--- src/vdp_timing_pkg.sv ---
/*
 * Video mode constants and raster types for the 640x480 60 Hz mode.
 * Imported by the raster timing generator and by every block that
 * carries raster positions.
 */
package vdp_timing_pkg;

    // Horizontal, in pixel clocks. Blanking comes first on each line
    localparam int H_ACTIVE_WIDTH = 640;
    localparam int H_FRONTPORCH = 16;
    localparam int H_SYNC = 96;
    localparam int H_BACKPORCH = 48;

    localparam int H_OFFSCREEN_TOTAL = H_FRONTPORCH + H_SYNC + H_BACKPORCH;
    localparam int H_TOTAL = H_OFFSCREEN_TOTAL + H_ACTIVE_WIDTH;

    // Vertical, in lines. Active lines come first in each frame
    localparam int V_ACTIVE_HEIGHT = 480;
    localparam int V_FRONTPORCH = 11;
    localparam int V_SYNC = 2;
    localparam int V_BACKPORCH = 31;

    localparam int V_TOTAL = V_ACTIVE_HEIGHT + V_FRONTPORCH + V_SYNC + V_BACKPORCH;

    // Sync windows, start inclusive and end exclusive
    localparam int HSYNC_START = H_FRONTPORCH;
    localparam int HSYNC_END = H_FRONTPORCH + H_SYNC;

    localparam int VSYNC_START = V_ACTIVE_HEIGHT + V_FRONTPORCH;
    localparam int VSYNC_END = VSYNC_START + V_SYNC;

    // Horizontal position within a line
    typedef logic [11:0] raster_x_t;

    // Line number within a frame
    typedef logic [10:0] raster_y_t;

endpackage

--- src/vdp_regs_pkg.sv ---
/*
 * Host register map and the data types of the host, VRAM and palette
 * paths. Imported by the register bank, the color stage and the top.
 */
package vdp_regs_pkg;

    // Host side
    typedef logic [4:0] reg_addr_t;
    typedef logic [15:0] host_data_t;

    // Writable registers
    localparam reg_addr_t REG_PALETTE_ADDRESS = 5'd2;
    localparam reg_addr_t REG_PALETTE_DATA = 5'd3;
    localparam reg_addr_t REG_VRAM_ADDRESS = 5'd4;
    localparam reg_addr_t REG_VRAM_DATA = 5'd5;
    localparam reg_addr_t REG_VRAM_INCREMENT = 5'd6;

    // Address bit choosing raster_y over raster_x on readback
    localparam int REG_READ_RASTER_Y_BIT = 1;

    // VRAM addressing
    // Full address counts 16-bit words over both banks, bit 0 picks the bank
    typedef logic [14:0] vram_full_address_t;

    // Word address inside a single bank
    typedef logic [13:0] vram_address_t;

    // Palette
    typedef logic [7:0] palette_index_t;

    // Low 12 bits hold RGB444, upper 4 bits are stored but not shown
    typedef logic [15:0] palette_color_t;

    // One channel of the RGB444 output
    typedef logic [3:0] color_channel_t;

    // Transparent pixels resolve to this entry
    localparam palette_index_t BACKDROP_INDEX = 8'd0;

endpackage

--- src/vdp_raster_timing.sv ---
/*
 * Raster timing generator for 640x480. Keeps the beam position, drives
 * the sync outputs and the active display level, and gives one-cycle
 * strobes at line end, frame end and the end of the visible frame.
 */
module vdp_raster_timing
    import vdp_timing_pkg::*;
(
    input  logic      clk,
    input  logic      reset,

    output raster_x_t raster_x,
    output raster_y_t raster_y,

    output logic      hsync,
    output logic      vsync,
    output logic      active_display,

    // Single-cycle strobes, not meant to drive a monitor
    output logic      line_ended,
    output logic      frame_ended,
    output logic      active_frame_ended
);

    raster_x_t next_x;
    raster_y_t next_y;

    // Strobes decode the current position directly
    assign line_ended = raster_x == raster_x_t'(H_TOTAL - 1);
    assign frame_ended = line_ended && raster_y == raster_y_t'(V_TOTAL - 1);
    assign active_frame_ended = line_ended && raster_y == raster_y_t'(V_ACTIVE_HEIGHT - 1);

    // Position for the next clock
    always_comb begin
        next_x = raster_x + 1'b1;
        next_y = raster_y;

        if (line_ended) begin
            next_x = '0;
            next_y = frame_ended ? '0 : raster_y + 1'b1;
        end
    end

    // Sync and active levels are decoded from the next position,
    // so the registered outputs line up with the counters
    always_ff @(posedge clk) begin
        if (reset) begin
            raster_x <= '0;
            raster_y <= '0;
            hsync <= 1'b1;
            vsync <= 1'b1;
            active_display <= 1'b0;
        end else begin
            raster_x <= next_x;
            raster_y <= next_y;

            // Both syncs active low
            hsync <= !(next_x >= raster_x_t'(HSYNC_START)
                && next_x < raster_x_t'(HSYNC_END));
            vsync <= !(next_y >= raster_y_t'(VSYNC_START)
                && next_y < raster_y_t'(VSYNC_END));

            active_display <= next_x >= raster_x_t'(H_OFFSCREEN_TOTAL)
                && next_y < raster_y_t'(V_ACTIVE_HEIGHT);
        end
    end

endmodule

--- src/vdp_register_bank.sv ---
/*
 * Host register bank. Decodes host writes into the palette address and
 * the VRAM address, data and increment registers, runs the one-cycle
 * VRAM write onto the even or odd bank and registers raster readback.
 */
module vdp_register_bank
    import vdp_timing_pkg::*;
    import vdp_regs_pkg::*;
(
    input  logic           clk,
    input  logic           reset,

    // Host side
    input  reg_addr_t      host_address,
    input  host_data_t     host_write_data,
    input  logic           host_write_en,
    input  logic           host_read_en,
    output host_data_t     host_read_data,
    output logic           host_ready,

    // Current beam position for readback
    input  raster_x_t      raster_x,
    input  raster_y_t      raster_y,

    // Palette write port
    output logic           palette_write_en,
    output palette_index_t palette_write_address,
    output palette_color_t palette_write_data,

    // VRAM write ports
    output vram_address_t  vram_address_even,
    output logic           vram_we_even,
    output host_data_t     vram_write_data_even,

    output vram_address_t  vram_address_odd,
    output logic           vram_we_odd,
    output host_data_t     vram_write_data_odd
);

    palette_index_t palette_address;

    vram_full_address_t vram_full_address;
    vram_full_address_t vram_increment;
    host_data_t vram_data;
    logic vram_pending;

    logic vram_write_accept;

    // Only one VRAM write in flight, a second one is dropped
    assign host_ready = !vram_pending;
    assign vram_write_accept = host_write_en && host_address == REG_VRAM_DATA && host_ready;

    // Palette data goes straight through to the RAM in the strobe cycle
    assign palette_write_en = host_write_en && host_address == REG_PALETTE_DATA;
    assign palette_write_address = palette_address;
    assign palette_write_data = palette_color_t'(host_write_data);

    // Bank select from the low bit of the word address
    assign vram_we_even = vram_pending && !vram_full_address[0];
    assign vram_we_odd = vram_pending && vram_full_address[0];

    assign vram_address_even = vram_full_address[14:1];
    assign vram_address_odd = vram_full_address[14:1];

    assign vram_write_data_even = vram_data;
    assign vram_write_data_odd = vram_data;

    always_ff @(posedge clk) begin
        if (reset) begin
            palette_address <= '0;
            vram_full_address <= '0;
            vram_increment <= '0;
            vram_pending <= 1'b0;
        end else begin
            // Write completes in its single pending cycle
            if (vram_pending) begin
                vram_pending <= 1'b0;
                vram_full_address <= vram_full_address + vram_increment;
            end

            // Auto-increment, wraps at 255
            if (palette_write_en) begin
                palette_address <= palette_address + 1'b1;
            end

            // Explicit address writes override the steps above
            if (host_write_en) begin
                case (host_address)
                    REG_PALETTE_ADDRESS: palette_address <= palette_index_t'(host_write_data);
                    REG_VRAM_ADDRESS: vram_full_address <= vram_full_address_t'(host_write_data);
                    REG_VRAM_DATA: vram_pending <= host_ready;
                    REG_VRAM_INCREMENT: vram_increment <= vram_full_address_t'(host_write_data);
                    default: begin
                        // Palette data is handled above, other addresses ignored
                    end
                endcase
            end
        end
    end

    always_ff @(posedge clk) begin
        if (vram_write_accept) begin
            vram_data <= host_write_data;
        end
    end

    // Readback is sampled every cycle, host_read_en is not needed for it
    always_ff @(posedge clk) begin
        if (host_address[REG_READ_RASTER_Y_BIT]) begin
            host_read_data <= host_data_t'(raster_y);
        end else begin
            host_read_data <= host_data_t'(raster_x);
        end
    end

endmodule

--- src/vdp_color_output.sv ---
/*
 * Color output stage. Holds the 256-entry palette and shows the backdrop
 * entry during active display, black elsewhere. The RGB outputs trail
 * active_display by two clocks.
 */
module vdp_color_output
    import vdp_regs_pkg::*;
(
    input  logic           clk,

    input  logic           active_display,

    // Palette write port
    input  logic           palette_write_en,
    input  palette_index_t palette_write_address,
    input  palette_color_t palette_write_data,

    // RGB444 out
    output color_channel_t r,
    output color_channel_t g,
    output color_channel_t b
);

    palette_color_t palette_ram [256];
    palette_color_t backdrop_color;

    logic active_display_d;

    // One write port, one read port
    always_ff @(posedge clk) begin
        if (palette_write_en) begin
            palette_ram[palette_write_address] <= palette_write_data;
        end

        // No layers left, every pixel is the backdrop
        backdrop_color <= palette_ram[BACKDROP_INDEX];
    end

    // Match the palette read latency
    always_ff @(posedge clk) begin
        active_display_d <= active_display;
    end

    // Blanking forces black outside the visible area
    always_ff @(posedge clk) begin
        if (active_display_d) begin
            r <= backdrop_color[11:8];
            g <= backdrop_color[7:4];
            b <= backdrop_color[3:0];
        end else begin
            r <= '0;
            g <= '0;
            b <= '0;
        end
    end

endmodule

--- src/vdp.sv ---
/*
 * Top of the display core. Raster timing and the host register bank run
 * side by side and the color stage combines their results into RGB.
 * Drive clk and reset, then talk to the host port.
 */
module vdp
    import vdp_timing_pkg::*;
    import vdp_regs_pkg::*;
(
    input  logic           clk,
    input  logic           reset,

    // Host interface
    input  reg_addr_t      host_address,
    input  host_data_t     host_write_data,
    input  logic           host_write_en,
    input  logic           host_read_en,
    output host_data_t     host_read_data,
    output logic           host_ready,

    // VGA output
    output color_channel_t r,
    output color_channel_t g,
    output color_channel_t b,

    output logic           vga_hsync,
    output logic           vga_vsync,
    output logic           active_display,

    // Single-cycle strobes
    output logic           line_ended,
    output logic           frame_ended,
    output logic           active_frame_ended,

    // VRAM write ports
    output vram_address_t  vram_address_even,
    output logic           vram_we_even,
    output host_data_t     vram_write_data_even,

    output vram_address_t  vram_address_odd,
    output logic           vram_we_odd,
    output host_data_t     vram_write_data_odd
);

    raster_x_t raster_x;
    raster_y_t raster_y;

    logic palette_write_en;
    palette_index_t palette_write_address;
    palette_color_t palette_write_data;

    vdp_raster_timing u_raster_timing (
        .clk                (clk),
        .reset              (reset),
        .raster_x           (raster_x),
        .raster_y           (raster_y),
        .hsync              (vga_hsync),
        .vsync              (vga_vsync),
        .active_display     (active_display),
        .line_ended         (line_ended),
        .frame_ended        (frame_ended),
        .active_frame_ended (active_frame_ended)
    );

    vdp_register_bank u_register_bank (
        .clk                   (clk),
        .reset                 (reset),
        .host_address          (host_address),
        .host_write_data       (host_write_data),
        .host_write_en         (host_write_en),
        .host_read_en          (host_read_en),
        .host_read_data        (host_read_data),
        .host_ready            (host_ready),
        .raster_x              (raster_x),
        .raster_y              (raster_y),
        .palette_write_en      (palette_write_en),
        .palette_write_address (palette_write_address),
        .palette_write_data    (palette_write_data),
        .vram_address_even     (vram_address_even),
        .vram_we_even          (vram_we_even),
        .vram_write_data_even  (vram_write_data_even),
        .vram_address_odd      (vram_address_odd),
        .vram_we_odd           (vram_we_odd),
        .vram_write_data_odd   (vram_write_data_odd)
    );

    vdp_color_output u_color_output (
        .clk                   (clk),
        .active_display        (active_display),
        .palette_write_en      (palette_write_en),
        .palette_write_address (palette_write_address),
        .palette_write_data    (palette_write_data),
        .r                     (r),
        .g                     (g),
        .b                     (b)
    );

endmodule

--- config.mk ---
export PLATFORM = sky130hd
export DESIGN_NAME = vdp
export DESIGN_NICKNAME = d
export VERILOG_FILES = /design/src/vdp_timing_pkg.sv /design/src/vdp_regs_pkg.sv /design/src/vdp_raster_timing.sv /design/src/vdp_register_bank.sv /design/src/vdp_color_output.sv /design/src/vdp.sv
export SDC_FILE = /design/constraint.sdc
export NUM_CORES = 1
export LEC_CHECK = 0
export ABC_AREA = 1
export BUFFER_PORTS_ARGS = -buffer_cell sky130_fd_sc_hd__buf_2
export CAP_MARGIN = 20
export CORE_MARGIN = 2
export CORE_UTILIZATION = 45
export DETAILED_ROUTE_END_ITERATION = 10
export GPL_TIMING_DRIVEN = 1
export PLACE_DENSITY = 0.71
export SLEW_MARGIN = 30
export SYNTH_ARGS = -nofsm -noshare
export SYNTH_HDL_FRONTEND = slang
export SYNTH_HIERARCHICAL = 1
export SYNTH_SLANG_ARGS = --single-unit
--- constraint.sdc ---
create_clock -name clk -period 2.1 [get_ports clk]
set_input_delay 0 -clock clk [delete_from_list [all_inputs] [get_ports clk]]
set_output_delay 0 -clock clk [all_outputs]
set_load 0.05 [all_outputs]
After elaboration in Yosys (flattened, before gate mapping)
Memories as Yosys holds them, arrays and structs flattened. A register that Yosys moved wholly into a read port is not among the register bits.
Cells that the tools add are included.
- flip-flop bits (word level): 110
- memories kept: 1
- output and inout port bits: 97
- RAM bits: 4096
- memory list (name ; words ; bits a word ; rd ports ; clocked after memory_dff ; write ports ; line ; RTL):
    u_color_output.palette_ram ; 256 ; 16 ; 1 ; 1 ; 1 ; vdp_color_output.sv:24 ; palette_color_t palette_ram [256];
- bitwise gates (word level): 2
- multiplexer cells: 12
- equality and inequality tests: 8
- add/subtract/negate cells: 4
- reduce and logical (&&, ||, !) cells: 16
- $lt $le $gt $ge: 6
- operators by type and width (operator ; number):
    2-to-1 mux 15 bit ; 3
    2-to-1 mux 11 bit ; 3
    2-to-1 mux 8 bit ; 3
    less-than comparator 11 x 9 -> 1 bit, second input constant ; 2
    adder 15 bit ; 1
    == test 5 x 3 -> 1 bit, second input constant ; 3
    adder 12 x 1 -> 12 bit, second input constant ; 1
    == test 12 x 10 -> 1 bit, second input constant ; 1
    greater-or-equal comparator 12 x 5 -> 1 bit, second input constant ; 1
    greater-or-equal comparator 12 x 8 -> 1 bit, second input constant ; 1
    less-than comparator 12 x 7 -> 1 bit, second input constant ; 1
    2-to-1 mux 12 bit ; 1
    adder 11 x 1 -> 11 bit, second input constant ; 1
    == test 11 x 10 -> 1 bit, second input constant ; 1
    == test 11 x 9 -> 1 bit, second input constant ; 1
    greater-or-equal comparator 11 x 9 -> 1 bit, second input constant ; 1
    == test 5 x 2 -> 1 bit, second input constant ; 2
    logical AND 1 bit ; 10
    adder 8 x 1 -> 8 bit, second input constant ; 1
    logical NOT 1 bit ; 4
    OR reduction 3 bit ; 1
    2-to-1 mux 1 bit ; 2
    NOT 1 bit ; 2
    AND reduction 2 bit ; 1

Logic depth before layout (Yosys ltp)
- depth after elaboration: 7
- gate-level depth with buffers: 13
- gate-level depth less buffers: 13

By module
Netlist, hierarchy kept.
- by module, submodules not included (module ; sequential area each (um^2) ; cells each ; instances ; area each (um^2)):
    vdp_register_bank ; 1501.4 ; 572 ; 1 ; 4083.9
    vdp_raster_timing ; 520.5 ; 267 ; 1 ; 1636.6
    vdp_color_output ; 860.8 ; 71 ; 1 ; 997.2

Worst setup path before layout
No wires, ideal clock.
- path type: reg-to-output
- from: register u_raster_timing.raster_y[0]
- to: output active_frame_ended
- data arrival time: 2.476 ns
- setup slack: -0.376 ns
- stages on the path, launching flop included: 7
- required time: 2.100 ns
- path through: dfxtp_1 -> ha_1 -> buf_4 -> nand2_1 -> nor2_1 -> nand2_1 -> nor4_1
- word-level cells in the longest chain between the ends: 2
- RTL lines (what ; line ; RTL):
    from (decl) ; vdp_raster_timing.sv:13 ; output raster_y_t raster_y,
    from (signal assigned) ; vdp_raster_timing.sv:55 ; raster_y <= next_y;
    == test 11 x 9 -> 1 bit ; vdp_raster_timing.sv:31 ; assign active_frame_ended = line_ended && raster_y == raster_y_t'(V_ACTIVE_HEIGHT - 1);
    logical AND 1 bit ; vdp_raster_timing.sv:31 ;
    to (decl) ; vdp.sv:33 ; output logic active_frame_ended,
Every way passes these cells.

Worst setup path in the final report
- from: register u_raster_timing.raster_y[1]
- to: output active_frame_ended
Same word-level chain as after synthesis.

==> flow_summary.json <==
{
  "startpoint": "u_raster_timing/raster_y[1]",
  "worst-slew-pin-transition_ns": 0.637,
  "syn_area_sq_um": 6690,
  "total_power_mw": 5.75,
  "avgSynthCellArea_sq_um": 7.38,
  "max_freq_mhz": 519,
  "io_buffers": 116,
  "drcViolationCount": 0,
  "clockBufferDepth": 2,
  "power.density_nw_per_um2": 736,
  "dp_hpwl_mm": 11.3,
  "crit-reg2reg-launch": "u_raster_timing/raster_x[0]",
  "stdcell_count": 1191,
  "period_needed_ns": 1.93,
  "cts.reportedPaths.clkPinSlew_ns": 0.06,
  "core_sq_um": 14500,
  "post-route-period-util_pct": 91.7,
  "place_area_sq_um": 7040,
  "wire_per_inst_um": 13.3,
  "rsz0062_at_grt": "no",
  "p_leak_nw": 3.99,
  "dr.pass1.iters": 5,
  "grt_pass1_wl_mm": 25.4,
  "dieArea_sq_um": 15900,
  "peakVddDrop_mv": 0.656,
  "diodes": 0,
  "cap_violations": 0,
  "finClkSkew_ns": 0.00944,
  "clk_latency_ns": 0.43,
  "cts_sinks": 130,
  "io_pins": 122,
  "cts_tree": "built",
  "drt_iter0_drc": 269,
  "cts_buffers": 17,
  "cts_setup_buffers": 0,
  "netlist_instances": 906,
  "grt_pass1_vias": 5241,
  "dp_cells": 1140,
  "fin_nets": 1037,
  "max_slew_margin_pct": 57.3,
  "final_util_pct": 53.8,
  "htreeDepth": 4,
  "dp_slack_ns": 0.268,
  "rr_endpoint": "u_raster_timing/vsync",
  "endpoint": "active_frame_ended",
  "root_buffer": "clkbuf_16",
  "yosysWarnings": 6,
  "crit_path_end_kind": "output pin",
  "grt_max_degree": 36,
  "arrival_ns": 1.93,
  "setup-tns-final_ns": 0,
  "fp.dieH_um": 126,
  "startpoint_type": "flop",
  "crit_path_max_fanout": 5,
  "grt_antenna_before_repair": 0,
  "die_w_um": 126,
  "hold_slack_ns": 0.0271,
  "start_util_pct": 46.0,
  "vias_per_cell": 4.86,
  "gp_routability_congestion": 0.886,
  "wl_mm": 15.8,
  "syn_to_final_growth_pct": 16.9,
  "setup_violations": 0,
  "hold_viol_final": 0,
  "hp-class": "in2reg",
  "r2r_cells": 12,
  "postRouteAntennaNets": 0,
  "regToRegSetupSlack_ns": 0.22,
  "vias": 5790,
  "cp_data_required_time_ns": 2.10,
  "design_area_sq_um": 7820,
  "drv_slew": 0,
  "worstSetupPathType": "reg2out",
  "fin_ws_ns": 0.174,
  "grt_usage_pct": 20.1,
  "status": "finished clean",
  "num_rows": 44,
  "grt_overflow": 0,
  "drive_gt1_share_pct": 19.5
}
[registers in the layout (all words and copies together), names as in the netlist, 4 cells and up]
name and flops:
u_color_output/r 4, u_register_bank/vram_write_data_even 16, u_color_output/g 4, u_raster_timing/raster_x 12, u_color_output/palette_ram 12, u_register_bank/vram_increment 15, u_register_bank/host_read_data 12, u_register_bank/palette_write_address 8
u_color_output/backdrop_color 12, u_register_bank/vram_full_address 15, u_color_output/b 4, u_raster_timing/raster_y 11
[routing by layer]
metal	up-vias	track usage (%)	share of wire, %
li1	2953	-	-
met1	2619	25.1	44
met2	188	33.0	48
met3	30	5.14	5.5
met4	0	8.86	2.4
met5	-	0	0
[worst min path at each step]
stage | slack (ns) | cells after the start | end | from
floorplan | 0.07 | 1 | u_register_bank/vram_full_address[3] | reset
global placement | 0.19 | 1 | u_register_bank/vram_write_data_even[15] | host_write_data[15]
detailed placement | 0.20 | 1 | u_register_bank/vram_write_data_even[15] | host_write_data[15]
CTS | 0.01 | 4 | u_register_bank/host_read_data[2] | host_address[1]
global route | 0.03 | 5 | u_register_bank/vram_pending | host_write_en
finish | 0.03 | 6 | u_register_bank/vram_pending | host_address[4]
[critical path: stages (launching register included)]
cell	delay, ns
dfxtp_1	0.42
ha_1	0.22
nand2_1	0.08
nor2_1	0.16
nand2_1	0.10
nor4_2	0.28
buf_4	0.24
[power breakdown]
part           switching, mW  leakage (nW)  total, mW  internal (mW)
clock network           1.28         0.289       2.87           1.59
logic                  0.201          2.62      0.289         0.0886
registers             0.0171          1.08       2.59           2.57
[cells in the final DEF, fill, tap and decap left out, drive strengths merged]
master / instances
o211ai: 3
a21boi: 1
nand3b: 4
clkinv: 4
edfxtp: 28
nor3: 10
nand2: 251
a311oi: 1
nand4: 13
o21ai: 41
nor4: 2
or2: 6
clkbuf: 18
fa: 1
conb: 4
inv: 155
nor2: 91
a21oi: 33
nand3: 59
o21bai: 8
dlygate4sd3: 19
a31oi: 1
dfxtp: 102
xor2: 10
or3: 1
buf: 124
ha: 17
[final cells by class]
type | instances | area [sq um]
Multi-Input combinational cell | 557 | 2740
Clock buffer | 17 | 425
Tap cell | 184 | 230
Clock inverter | 15 | 154
Timing Repair Buffer | 144 | 843
Fill cell | 1386 | 6720
Sequential cell | 130 | 2880
Inverter | 144 | 541
[repair_timing]
action,CTS,global route
endpoints found under the hold margin,75,0
setup endpoints to repair,0,2
hold buffers,19,0
gates resized for setup,0,5
Note: power is estimated with default switching activity, not from simulation.
